### config.mk
export PLATFORM = sky130hd
export DESIGN_NAME = udma_filter
export DESIGN_NICKNAME = d
export VERILOG_FILES = /design/src/rtl/filter_pkg.sv /design/src/rtl/filter_ifs.sv /design/src/rtl/filter_au.sv /design/src/rtl/filter_cfg_regs.sv /design/src/rtl/filter_fetch_ch.sv /design/src/rtl/filter_l2_arbiter.sv /design/src/rtl/filter_store_ch.sv /design/src/rtl/udma_filter.sv
export VERILOG_INCLUDE_DIRS = /design/src /design/src/include
export SDC_FILE = /design/constraint.sdc
export NUM_CORES = 2
export LEC_CHECK = 0
export ABC_AREA = 1
export BUFFER_PORTS_ARGS = -buffer_cell sky130_fd_sc_hd__buf_2
export CAP_MARGIN = 20
export CORE_AREA = 10 10 262 264
export CTS_CLUSTER_SIZE = 14
export DETAILED_ROUTE_END_ITERATION = 8
export DIE_AREA = 0 0 272 274
export PLACE_DENSITY = 0.83
export SETUP_SLACK_MARGIN = 0.05
export SYNTH_ARGS = -nofsm -noshare
export SYNTH_HDL_FRONTEND = slang
export SYNTH_HIERARCHICAL = 1
export SYNTH_SLANG_ARGS = --single-unit
### constraint.sdc
create_clock -name clk_i -period 20.6 [get_ports clk_i]
set_input_delay 1.03 -clock clk_i [delete_from_list [all_inputs] [get_ports clk_i]]
set_output_delay 1.03 -clock clk_i [all_outputs]
set_load 0.01 [all_outputs]
### src/include/filter_macros.svh
`ifndef FILTER_MACROS_SVH
`define FILTER_MACROS_SVH

`define FILTER_DATA_W  32
`define FILTER_L2_AW   15
`define FILTER_LEN_W   16
`define FILTER_CFG_AW  5
`define FILTER_SHIFT_W 5

`define FILTER_REG_TXA_ADDR 0
`define FILTER_REG_TXB_ADDR 1
`define FILTER_REG_LEN      2
`define FILTER_REG_RX_ADDR  3
`define FILTER_REG_MODE     4
`define FILTER_REG_AU_CFG   5
`define FILTER_REG_AU_CONST 6
`define FILTER_REG_CTRL     7

`define FILTER_AU_OP_MSB     1
`define FILTER_AU_OP_LSB     0
`define FILTER_AU_SIGNED_BIT 2
`define FILTER_AU_SHIFT_MSB  12
`define FILTER_AU_SHIFT_LSB  8

`endif

### src/rtl/filter_pkg.sv
`include "filter_macros.svh"

package filter_pkg;

  //////////////////////////////////////////////////
  // Vector types
  //////////////////////////////////////////////////

  typedef logic [`FILTER_DATA_W-1:0]  data_t;      // One 32-bit word
  typedef logic [`FILTER_L2_AW-1:0]   l2_addr_t;   // L2 byte address
  typedef logic [`FILTER_LEN_W-1:0]   len_t;       // Word count
  typedef logic [`FILTER_CFG_AW-1:0]  cfg_addr_t;  // Register index
  typedef logic [`FILTER_SHIFT_W-1:0] shift_t;     // Result shift

  //////////////////////////////////////////////////
  // Enums
  //////////////////////////////////////////////////

  typedef enum logic
  {
    MODE_AB      = 1'b0,  // Operand B from channel B
    MODE_A_CONST = 1'b1   // Operand B from AU_CONST
  } filter_mode_e;

  typedef enum logic [1:0]
  {
    AU_ADD = 2'd0,
    AU_SUB = 2'd1,
    AU_MUL = 2'd2,        // Low half of the product
    AU_AND = 2'd3
  } au_op_e;

  typedef enum logic [1:0]
  {
    IDLE      = 2'd0,
    REQ       = 2'd1,
    WAIT_DATA = 2'd2,
    HOLD      = 2'd3
  } fetch_state_e;

endpackage

### src/rtl/filter_ifs.sv
// Word stream with valid/ready and a last flag on the final word
interface filter_stream_if;
  import filter_pkg::*;

  data_t data;
  logic  valid;
  logic  ready;
  logic  last;

  modport src
  (
    output data,
    output valid,
    output last,
    input  ready
  );

  modport dst
  (
    input  data,
    input  valid,
    input  last,
    output ready
  );
endinterface

// One L2 read access with req/gnt and a single rvalid carrying rdata
interface filter_l2_rd_if;
  import filter_pkg::*;

  logic     req;
  l2_addr_t addr;
  logic     gnt;
  logic     rvalid;
  data_t    rdata;

  modport master
  (
    output req,
    output addr,
    input  gnt,
    input  rvalid,
    input  rdata
  );

  modport slave
  (
    input  req,
    input  addr,
    output gnt,
    output rvalid,
    output rdata
  );
endinterface

### src/rtl/filter_au.sv
module filter_au
(
  input  logic               clk_i,
  input  logic               resetn_i,
  input  filter_pkg::au_op_e op_i,
  input  logic               signed_i,
  input  filter_pkg::shift_t shift_i,
  filter_stream_if.dst       opa,
  filter_stream_if.dst       opb,
  filter_stream_if.src       res
);
  import filter_pkg::*;

  data_t s_raw;
  data_t s_result;
  logic  s_take;
  logic  r_valid;
  logic  r_last;
  data_t r_data;

  // Both operands move together while the output slot is free or draining
  assign s_take    = opa.valid & opb.valid & (~r_valid | res.ready);
  assign opa.ready = s_take;
  assign opb.ready = s_take;

  assign res.valid = r_valid;
  assign res.data  = r_data;
  assign res.last  = r_last;

  //////////////////////////////////////////////////
  // Datapath
  //////////////////////////////////////////////////

  always_comb
  begin
    case (op_i)
      AU_ADD:  s_raw = opa.data + opb.data;
      AU_SUB:  s_raw = opa.data - opb.data;
      AU_MUL:  s_raw = opa.data * opb.data;    // Keeps the low word
      default: s_raw = opa.data & opb.data;
    endcase

    if (signed_i)
      s_result = data_t'($signed(s_raw) >>> shift_i);
    else
      s_result = s_raw >> shift_i;
  end

  always_ff @(posedge clk_i or negedge resetn_i)
  begin
    if (!resetn_i)
    begin
      r_valid <= 1'b0;
      r_last  <= 1'b0;
    end
    else
    begin
      if (s_take)
      begin
        r_valid <= 1'b1;
        r_last  <= opa.last;
      end
      else if (res.ready)
        r_valid <= 1'b0;
    end
  end

  always_ff @(posedge clk_i)
  begin
    if (s_take)
      r_data <= s_result;
  end

endmodule

### src/rtl/filter_cfg_regs.sv
`include "filter_macros.svh"

module filter_cfg_regs
(
  input  logic                      clk_i,
  input  logic                      resetn_i,
  input  filter_pkg::cfg_addr_t     cfg_addr_i,
  input  filter_pkg::data_t         cfg_data_i,
  input  logic                      cfg_valid_i,
  input  logic                      cfg_rwn_i,
  output filter_pkg::data_t         cfg_data_o,
  output logic                      cfg_ready_o,
  output filter_pkg::l2_addr_t      txa_addr_o,
  output filter_pkg::l2_addr_t      txb_addr_o,
  output filter_pkg::l2_addr_t      rx_addr_o,
  output filter_pkg::len_t          len_o,
  output filter_pkg::filter_mode_e  mode_o,
  output filter_pkg::au_op_e        au_op_o,
  output logic                      au_signed_o,
  output filter_pkg::shift_t        au_shift_o,
  output filter_pkg::data_t         au_const_o,
  output logic                      start_o,
  input  logic                      done_a_i,
  input  logic                      done_b_i,
  input  logic                      done_out_i,
  output logic                      eot_event_o
);
  import filter_pkg::*;

  logic       s_wr;
  logic       r_start;
  logic       r_busy;
  logic [2:0] r_status;   // Done flags {out, B, A}
  logic [2:0] s_status;
  logic       s_done;
  logic       r_done;

  assign cfg_ready_o = cfg_valid_i;                 // Always ready
  assign s_wr        = cfg_valid_i & ~cfg_rwn_i;
  assign start_o     = r_start;

  //////////////////////////////////////////////////
  // Register writes
  //////////////////////////////////////////////////

  always_ff @(posedge clk_i or negedge resetn_i)
  begin
    if (!resetn_i)
    begin
      txa_addr_o  <= '0;
      txb_addr_o  <= '0;
      rx_addr_o   <= '0;
      len_o       <= '0;
      mode_o      <= MODE_AB;
      au_op_o     <= AU_ADD;
      au_signed_o <= 1'b0;
      au_shift_o  <= '0;
      au_const_o  <= '0;
      r_start     <= 1'b0;
    end
    else
    begin
      r_start <= s_wr && (cfg_addr_i == `FILTER_REG_CTRL) && cfg_data_i[0];
      if (s_wr)
      begin
        case (cfg_addr_i)
          `FILTER_REG_TXA_ADDR: txa_addr_o <= cfg_data_i[`FILTER_L2_AW-1:0];
          `FILTER_REG_TXB_ADDR: txb_addr_o <= cfg_data_i[`FILTER_L2_AW-1:0];
          `FILTER_REG_LEN:      len_o      <= cfg_data_i[`FILTER_LEN_W-1:0];
          `FILTER_REG_RX_ADDR:  rx_addr_o  <= cfg_data_i[`FILTER_L2_AW-1:0];
          `FILTER_REG_MODE:     mode_o     <= filter_mode_e'(cfg_data_i[0]);
          `FILTER_REG_AU_CFG:
          begin
            au_op_o     <= au_op_e'(cfg_data_i[`FILTER_AU_OP_MSB:`FILTER_AU_OP_LSB]);
            au_signed_o <= cfg_data_i[`FILTER_AU_SIGNED_BIT];
            au_shift_o  <= cfg_data_i[`FILTER_AU_SHIFT_MSB:`FILTER_AU_SHIFT_LSB];
          end
          `FILTER_REG_AU_CONST: au_const_o <= cfg_data_i;
          default: ;
        endcase
      end
    end
  end

  always_comb
  begin
    cfg_data_o = '0;
    case (cfg_addr_i)
      `FILTER_REG_TXA_ADDR: cfg_data_o = data_t'(txa_addr_o);
      `FILTER_REG_TXB_ADDR: cfg_data_o = data_t'(txb_addr_o);
      `FILTER_REG_LEN:      cfg_data_o = data_t'(len_o);
      `FILTER_REG_RX_ADDR:  cfg_data_o = data_t'(rx_addr_o);
      `FILTER_REG_MODE:     cfg_data_o = data_t'(mode_o);
      `FILTER_REG_AU_CFG:
      begin
        cfg_data_o[`FILTER_AU_OP_MSB:`FILTER_AU_OP_LSB]       = au_op_o;
        cfg_data_o[`FILTER_AU_SIGNED_BIT]                     = au_signed_o;
        cfg_data_o[`FILTER_AU_SHIFT_MSB:`FILTER_AU_SHIFT_LSB] = au_shift_o;
      end
      `FILTER_REG_AU_CONST: cfg_data_o = au_const_o;
      `FILTER_REG_CTRL:     cfg_data_o = data_t'({s_done, r_busy});
      default: ;
    endcase
  end

  //////////////////////////////////////////////////
  // Completion status
  //////////////////////////////////////////////////

  assign s_status    = r_status | {1'b0, mode_o == MODE_A_CONST, 1'b0};  // B unused
  assign s_done      = &s_status;
  assign eot_event_o = s_done & ~r_done;    // Rising edge of all-done

  always_ff @(posedge clk_i or negedge resetn_i)
  begin
    if (!resetn_i)
    begin
      r_status <= '0;
      r_done   <= 1'b0;
      r_busy   <= 1'b0;
    end
    else
    begin
      r_done <= s_done;
      if (r_start)
      begin
        r_status <= '0;
        r_busy   <= 1'b1;
      end
      else
      begin
        r_status <= r_status | {done_out_i, done_b_i, done_a_i};
        if (eot_event_o)
          r_busy <= 1'b0;
      end
    end
  end

endmodule

### src/rtl/filter_fetch_ch.sv
module filter_fetch_ch
(
  input  logic                 clk_i,
  input  logic                 resetn_i,
  input  logic                 start_i,
  input  filter_pkg::l2_addr_t base_addr_i,
  input  filter_pkg::len_t     len_i,
  filter_l2_rd_if.master       rd,
  filter_stream_if.src         out,
  output logic                 done_o
);
  import filter_pkg::*;

  fetch_state_e r_state;
  l2_addr_t     r_addr;
  len_t         r_left;   // Words still to hand out
  data_t        r_data;   // One-word buffer
  logic         s_take;

  assign rd.req    = (r_state == REQ);
  assign rd.addr   = r_addr;
  assign out.valid = (r_state == HOLD);
  assign out.data  = r_data;
  assign out.last  = (r_left == len_t'(1));
  assign s_take    = out.valid & out.ready;
  assign done_o    = s_take & out.last;

  always_ff @(posedge clk_i or negedge resetn_i)
  begin
    if (!resetn_i)
    begin
      r_state <= IDLE;
      r_addr  <= '0;
      r_left  <= '0;
    end
    else
    begin
      case (r_state)
        IDLE:
        begin
          if (start_i)
          begin
            r_addr  <= base_addr_i;
            r_left  <= len_i;
            r_state <= REQ;
          end
        end
        REQ:
        begin
          if (rd.gnt)
            r_state <= WAIT_DATA;
        end
        WAIT_DATA:
        begin
          if (rd.rvalid)
            r_state <= HOLD;
        end
        HOLD:
        begin
          if (s_take)
          begin
            r_left  <= r_left - len_t'(1);
            r_addr  <= r_addr + l2_addr_t'(4);    // Next word
            r_state <= out.last ? IDLE : REQ;
          end
        end
        default: r_state <= IDLE;
      endcase
    end
  end

  always_ff @(posedge clk_i)
  begin
    if ((r_state == WAIT_DATA) && rd.rvalid)
      r_data <= rd.rdata;
  end

endmodule

### src/rtl/filter_l2_arbiter.sv
module filter_l2_arbiter
(
  input  logic                 clk_i,
  input  logic                 resetn_i,
  filter_l2_rd_if.slave        ch_a,
  filter_l2_rd_if.slave        ch_b,
  output logic                 l2_rd_req_o,
  output filter_pkg::l2_addr_t l2_rd_addr_o,
  input  logic                 l2_rd_gnt_i,
  input  logic                 l2_rd_rvalid_i,
  input  filter_pkg::data_t    l2_rd_rdata_i
);
  import filter_pkg::*;

  logic r_busy;     // Read outstanding
  logic r_owner;    // 1 when B owns it
  logic r_prio_b;   // B wins a tie
  logic s_sel_b;
  logic s_grant;

  assign s_sel_b      = ch_b.req & (~ch_a.req | r_prio_b);
  assign l2_rd_req_o  = ~r_busy & (ch_a.req | ch_b.req);
  assign l2_rd_addr_o = s_sel_b ? ch_b.addr : ch_a.addr;
  assign s_grant      = l2_rd_req_o & l2_rd_gnt_i;

  assign ch_a.gnt    = s_grant & ~s_sel_b;
  assign ch_b.gnt    = s_grant & s_sel_b;
  assign ch_a.rvalid = l2_rd_rvalid_i & r_busy & ~r_owner;
  assign ch_b.rvalid = l2_rd_rvalid_i & r_busy & r_owner;
  assign ch_a.rdata  = r_owner ? '0 : l2_rd_rdata_i;
  assign ch_b.rdata  = r_owner ? l2_rd_rdata_i : '0;

  always_ff @(posedge clk_i or negedge resetn_i)
  begin
    if (!resetn_i)
    begin
      r_busy   <= 1'b0;
      r_owner  <= 1'b0;
      r_prio_b <= 1'b0;
    end
    else
    begin
      if (s_grant)
      begin
        r_busy   <= 1'b1;
        r_owner  <= s_sel_b;
        r_prio_b <= ~s_sel_b;     // Other channel goes first next time
      end
      else if (l2_rd_rvalid_i)
        r_busy <= 1'b0;
    end
  end

endmodule

### src/rtl/filter_store_ch.sv
module filter_store_ch
(
  input  logic                 clk_i,
  input  logic                 resetn_i,
  input  logic                 start_i,
  input  filter_pkg::l2_addr_t base_addr_i,
  input  filter_pkg::len_t     len_i,
  filter_stream_if.dst         in,
  output logic                 rx_valid_o,
  output filter_pkg::l2_addr_t rx_addr_o,
  output filter_pkg::data_t    rx_data_o,
  input  logic                 rx_ready_i,
  output logic                 done_o
);
  import filter_pkg::*;

  len_t r_in_idx;     // Index of the next word accepted
  len_t r_stored;     // Words written so far
  logic s_take;
  logic s_write;

  assign in.ready = ~rx_valid_o | rx_ready_i;
  assign s_take   = in.valid & in.ready;
  assign s_write  = rx_valid_o & rx_ready_i;
  assign done_o   = s_write & (r_stored == len_i - len_t'(1));

  always_ff @(posedge clk_i or negedge resetn_i)
  begin
    if (!resetn_i)
    begin
      rx_valid_o <= 1'b0;
      r_in_idx   <= '0;
      r_stored   <= '0;
    end
    else
    begin
      if (s_take)
        rx_valid_o <= 1'b1;
      else if (rx_ready_i)
        rx_valid_o <= 1'b0;

      if (start_i)
      begin
        r_in_idx <= '0;
        r_stored <= '0;
      end
      else
      begin
        if (s_take)
          r_in_idx <= r_in_idx + len_t'(1);
        if (s_write)
          r_stored <= r_stored + len_t'(1);
      end
    end
  end

  always_ff @(posedge clk_i)
  begin
    if (s_take)
    begin
      rx_data_o <= in.data;
      rx_addr_o <= base_addr_i + l2_addr_t'({r_in_idx, 2'b00});  // base + 4*index
    end
  end

endmodule

### src/rtl/udma_filter.sv
module udma_filter
(
  input  logic                  clk_i,
  input  logic                  resetn_i,
  input  filter_pkg::cfg_addr_t cfg_addr_i,
  input  filter_pkg::data_t     cfg_data_i,
  input  logic                  cfg_valid_i,
  input  logic                  cfg_rwn_i,
  output filter_pkg::data_t     cfg_data_o,
  output logic                  cfg_ready_o,
  output logic                  l2_rd_req_o,
  output filter_pkg::l2_addr_t  l2_rd_addr_o,
  input  logic                  l2_rd_gnt_i,
  input  logic                  l2_rd_rvalid_i,
  input  filter_pkg::data_t     l2_rd_rdata_i,
  output logic                  rx_valid_o,
  output filter_pkg::l2_addr_t  rx_addr_o,
  output filter_pkg::data_t     rx_data_o,
  input  logic                  rx_ready_i,
  output logic                  eot_event_o
);
  import filter_pkg::*;

  l2_addr_t     s_txa_addr;
  l2_addr_t     s_txb_addr;
  l2_addr_t     s_rx_addr;
  len_t         s_len;
  filter_mode_e s_mode;
  au_op_e       s_au_op;
  logic         s_au_signed;
  shift_t       s_au_shift;
  data_t        s_au_const;
  logic         s_start;
  logic         s_start_b;
  logic         s_use_const;
  logic         s_done_a;
  logic         s_done_b;
  logic         s_done_out;

  filter_l2_rd_if  s_rd_a ();
  filter_l2_rd_if  s_rd_b ();
  filter_stream_if s_port_a ();
  filter_stream_if s_port_b ();
  filter_stream_if s_opb ();
  filter_stream_if s_au_out ();

  //////////////////////////////////////////////////
  // Operand B select
  //////////////////////////////////////////////////

  assign s_use_const    = (s_mode == MODE_A_CONST);
  assign s_start_b      = s_start & ~s_use_const;         // B idle in const mode
  assign s_opb.data     = s_use_const ? s_au_const : s_port_b.data;
  assign s_opb.valid    = s_use_const | s_port_b.valid;   // Constant always valid
  assign s_opb.last     = ~s_use_const & s_port_b.last;
  assign s_port_b.ready = ~s_use_const & s_opb.ready;

  filter_cfg_regs u_cfg_regs (
    .clk_i(clk_i), .resetn_i(resetn_i),
    .cfg_addr_i(cfg_addr_i), .cfg_data_i(cfg_data_i), .cfg_valid_i(cfg_valid_i),
    .cfg_rwn_i(cfg_rwn_i), .cfg_data_o(cfg_data_o), .cfg_ready_o(cfg_ready_o),
    .txa_addr_o(s_txa_addr), .txb_addr_o(s_txb_addr), .rx_addr_o(s_rx_addr),
    .len_o(s_len), .mode_o(s_mode), .au_op_o(s_au_op), .au_signed_o(s_au_signed),
    .au_shift_o(s_au_shift), .au_const_o(s_au_const), .start_o(s_start),
    .done_a_i(s_done_a), .done_b_i(s_done_b), .done_out_i(s_done_out),
    .eot_event_o(eot_event_o)
  );

  filter_fetch_ch u_fetch_a (
    .clk_i(clk_i), .resetn_i(resetn_i), .start_i(s_start),
    .base_addr_i(s_txa_addr), .len_i(s_len),
    .rd(s_rd_a.master), .out(s_port_a.src), .done_o(s_done_a)
  );

  filter_fetch_ch u_fetch_b (
    .clk_i(clk_i), .resetn_i(resetn_i), .start_i(s_start_b),
    .base_addr_i(s_txb_addr), .len_i(s_len),
    .rd(s_rd_b.master), .out(s_port_b.src), .done_o(s_done_b)
  );

  filter_l2_arbiter u_l2_arbiter (
    .clk_i(clk_i), .resetn_i(resetn_i),
    .ch_a(s_rd_a.slave), .ch_b(s_rd_b.slave),
    .l2_rd_req_o(l2_rd_req_o), .l2_rd_addr_o(l2_rd_addr_o), .l2_rd_gnt_i(l2_rd_gnt_i),
    .l2_rd_rvalid_i(l2_rd_rvalid_i), .l2_rd_rdata_i(l2_rd_rdata_i)
  );

  filter_au u_au (
    .clk_i(clk_i), .resetn_i(resetn_i),
    .op_i(s_au_op), .signed_i(s_au_signed), .shift_i(s_au_shift),
    .opa(s_port_a.dst), .opb(s_opb.dst), .res(s_au_out.src)
  );

  filter_store_ch u_store (
    .clk_i(clk_i), .resetn_i(resetn_i), .start_i(s_start),
    .base_addr_i(s_rx_addr), .len_i(s_len), .in(s_au_out.dst),
    .rx_valid_o(rx_valid_o), .rx_addr_o(rx_addr_o), .rx_data_o(rx_data_o),
    .rx_ready_i(rx_ready_i), .done_o(s_done_out)
  );

endmodule

==> impl_metrics.env <==
export IMPL_status="finished, final reports clean"
export IMPL_cts_clk_slew_worst_paths_ps=70
export IMPL_grt_usage_pct=34.5
export IMPL_path_max_fanout=32
export IMPL_hp_start="u_au/res.data[17]$_DFFE_PP_"
export IMPL_cp_slowest_cell="nand2_1"
export IMPL_hpwl_um=97000
export IMPL_worst_pin_slew_ps=1100
export IMPL_io_pins=174
export IMPL_cp_start_kind="register"
export IMPL_route_detailed_drc=0
export IMPL_maxCapViolations=0
export IMPL_cts_buffers=39
export IMPL_h_tree_depth=2
export IMPL_wirelength_um=129000
export IMPL_arrival_ps=9510
export IMPL_setup_tns_ps=0
export IMPL_ctsResizeCount=0
export IMPL_grt_overflow=0
export IMPL_hold_class="register to register"
export IMPL_setup_viol_count_final=0
export IMPL_die_area_mm2=0.0745
export IMPL_critPathMaxStageDelay_ps=730
export IMPL_fin_cells=6548
export IMPL_cts_tree="yes"
export IMPL_hold_viol_final=0
export IMPL_grt_pass1_vias=37500
export IMPL_synth_avg_cell_area_um2=7.23
export IMPL_wl_per_cell_um=19.7
export IMPL_fin_worst_skew_ps=40.5
export IMPL_num_fill_cells=5310
export IMPL_crit_start="u_cfg_regs/mode_o$_DFFE_PN0P_"
export IMPL_criticalPathCategory="register to register"
export IMPL_grt_antenna_before_repair=3
export IMPL_syn_nets=6307
export IMPL_initial_core_util_pct=64.0
export IMPL_drt_iter0_markers=4671
export IMPL_synth_area_mm2=0.0407
export IMPL_via_per_inst=5.74
export IMPL_coreArea_mm2=0.0636
export IMPL_final_layout_size_suffix_gt1_share_pct=8.06
export IMPL_cts_root_buf="clkbuf_16"
export IMPL_postCtsHoldBufs=0
export IMPL_clock_fmax_mhz=109
export IMPL_die_x_um=272
export IMPL_std_cell_rows=93
export IMPL_rsz0062_at_grt="false"
export IMPL_drtPass1Iterations=7
export IMPL_cp_top_family="adder cells"
export IMPL_slew_viol_final=0
export IMPL_antennaDiodeCount=0
export IMPL_yosys_warnings=6
export IMPL_post_cts_buffers=0
export IMPL_ant_nets=0
export IMPL_cts_path_max_buffers=3
export IMPL_clock_latency_ps=600
export IMPL_place_congestion=1.03
export IMPL_cts_sinks=351
export IMPL_maxSlewHeadroom_pct=26.6
export IMPL_r2r_start="u_cfg_regs/mode_o$_DFFE_PN0P_"
export IMPL_min_period_ps=9200
export IMPL_port_buffer_count=173
export IMPL_grt_pass1_wl_um=202000
export IMPL_crit_top_cell="nand2_1"
export IMPL_vias=37600
export IMPL_crit_buf_inv=9
export IMPL_nets=6336
export IMPL_end_kind="register"
export IMPL_place_inst=6477
export IMPL_syn2layout_area_growth_pct=6.19
export IMPL_finalCritPeriodShare_pct=44.7
export IMPL_postSynthCellCount=5634
export IMPL_grt_max_degree=99
export IMPL_cp_data_required_time_ps=20910
export IMPL_fp_dieH_um=274
-- flip-flops by register name, summed over array words and instances (netlist names), 15 cells and up --
| name | count |
|---|---|
| u_fetch_b/rd.addr | 15 |
| u_fetch_a/r_left | 16 |
| u_cfg_regs/len_o | 16 |
| u_cfg_regs/txa_addr_o | 15 |
| u_fetch_b/r_left | 16 |
| u_fetch_a/rd.addr | 15 |
| u_store/rx_data_o | 32 |
| u_fetch_b/out.data | 32 |
| u_store/r_stored | 16 |
| u_store/rx_addr_o | 15 |
| u_fetch_a/out.data | 32 |
| u_cfg_regs/au_const_o | 32 |
| u_au/res.data | 32 |
| u_cfg_regs/txb_addr_o | 15 |
| u_cfg_regs/rx_addr_o | 15 |
-- through the flow --
stage | utilization (%) | hold slack, ps | setup WS [ps] | instance area, um^2
2_1_floorplan | - | 400 | 12870 | 40700
3_3_place_gp | 65.8 | 402 | 11590 | 41900
3_5_place_dp | 65.8 | 405 | 11500 | 41900
4_1_cts | 68.0 | 419 | 11490 | 43300
5_1_grt | 68.0 | 424 | 10850 | 43300
6_report | 68.0 | 415 | 11400 | 43300
-- metal layers --
layer  vias up  global-route usage, %  share of wire [%]
met2      2197                   57.7                 48
met1     17700                   41.0                 36
met3       530                   5.91                9.4
li1      17200                      -                  -
met4         6                   21.8                6.9
met5         -                      0              0.069
-- layout by cell type (no fill, tap or decap), types with 141 or more instances in the layout --
cell type and count:
ha_1 185, nand2_1 1745, buf_2 172, edfxtp_1 143, fa_1 410, a21oi_1 155
nand3_1 323, nor2_1 348, o21ai_0 141, dfrtp_1 207, inv_1 1145
-- path summary, 6_finish.rpt --
kind | endpoint | slack [ps] | cells past startpoint
max in group asynchronous | u_l2_arbiter/r_owner$_DFFE_PN0P_ | 18120 | 3
min in group asynchronous | u_store/r_in_idx[8]$_DFFE_PN0P_ | 450 | 1
worst min register to register | u_store/rx_data_o[17]$_DFFE_PP_ | 410 | 0
worst max-delay path | u_au/res.data[7]$_DFFE_PP_ | 11400 | 38
worst min-delay path | u_store/rx_data_o[17]$_DFFE_PP_ | 410 | 0
worst max register to register | u_au/res.data[7]$_DFFE_PP_ | 11400 | 38
-- cell type report --
type,instances,area (um^2),share of cell area [%]
Sequential cell,351,9500,22.0
Clock inverter,19,277,0.639
Clock buffer,52,1110,2.56
Multi-Input combinational cell,3875,25600,59.3
Timing Repair Buffer,224,1260,2.91
Inverter,1172,4410,10.2
Tap cell,855,1070,2.47
Power is left out: the tool's default activity adds up to more than one toggle a clock period on the data nets, which glitch-free logic cannot reach.
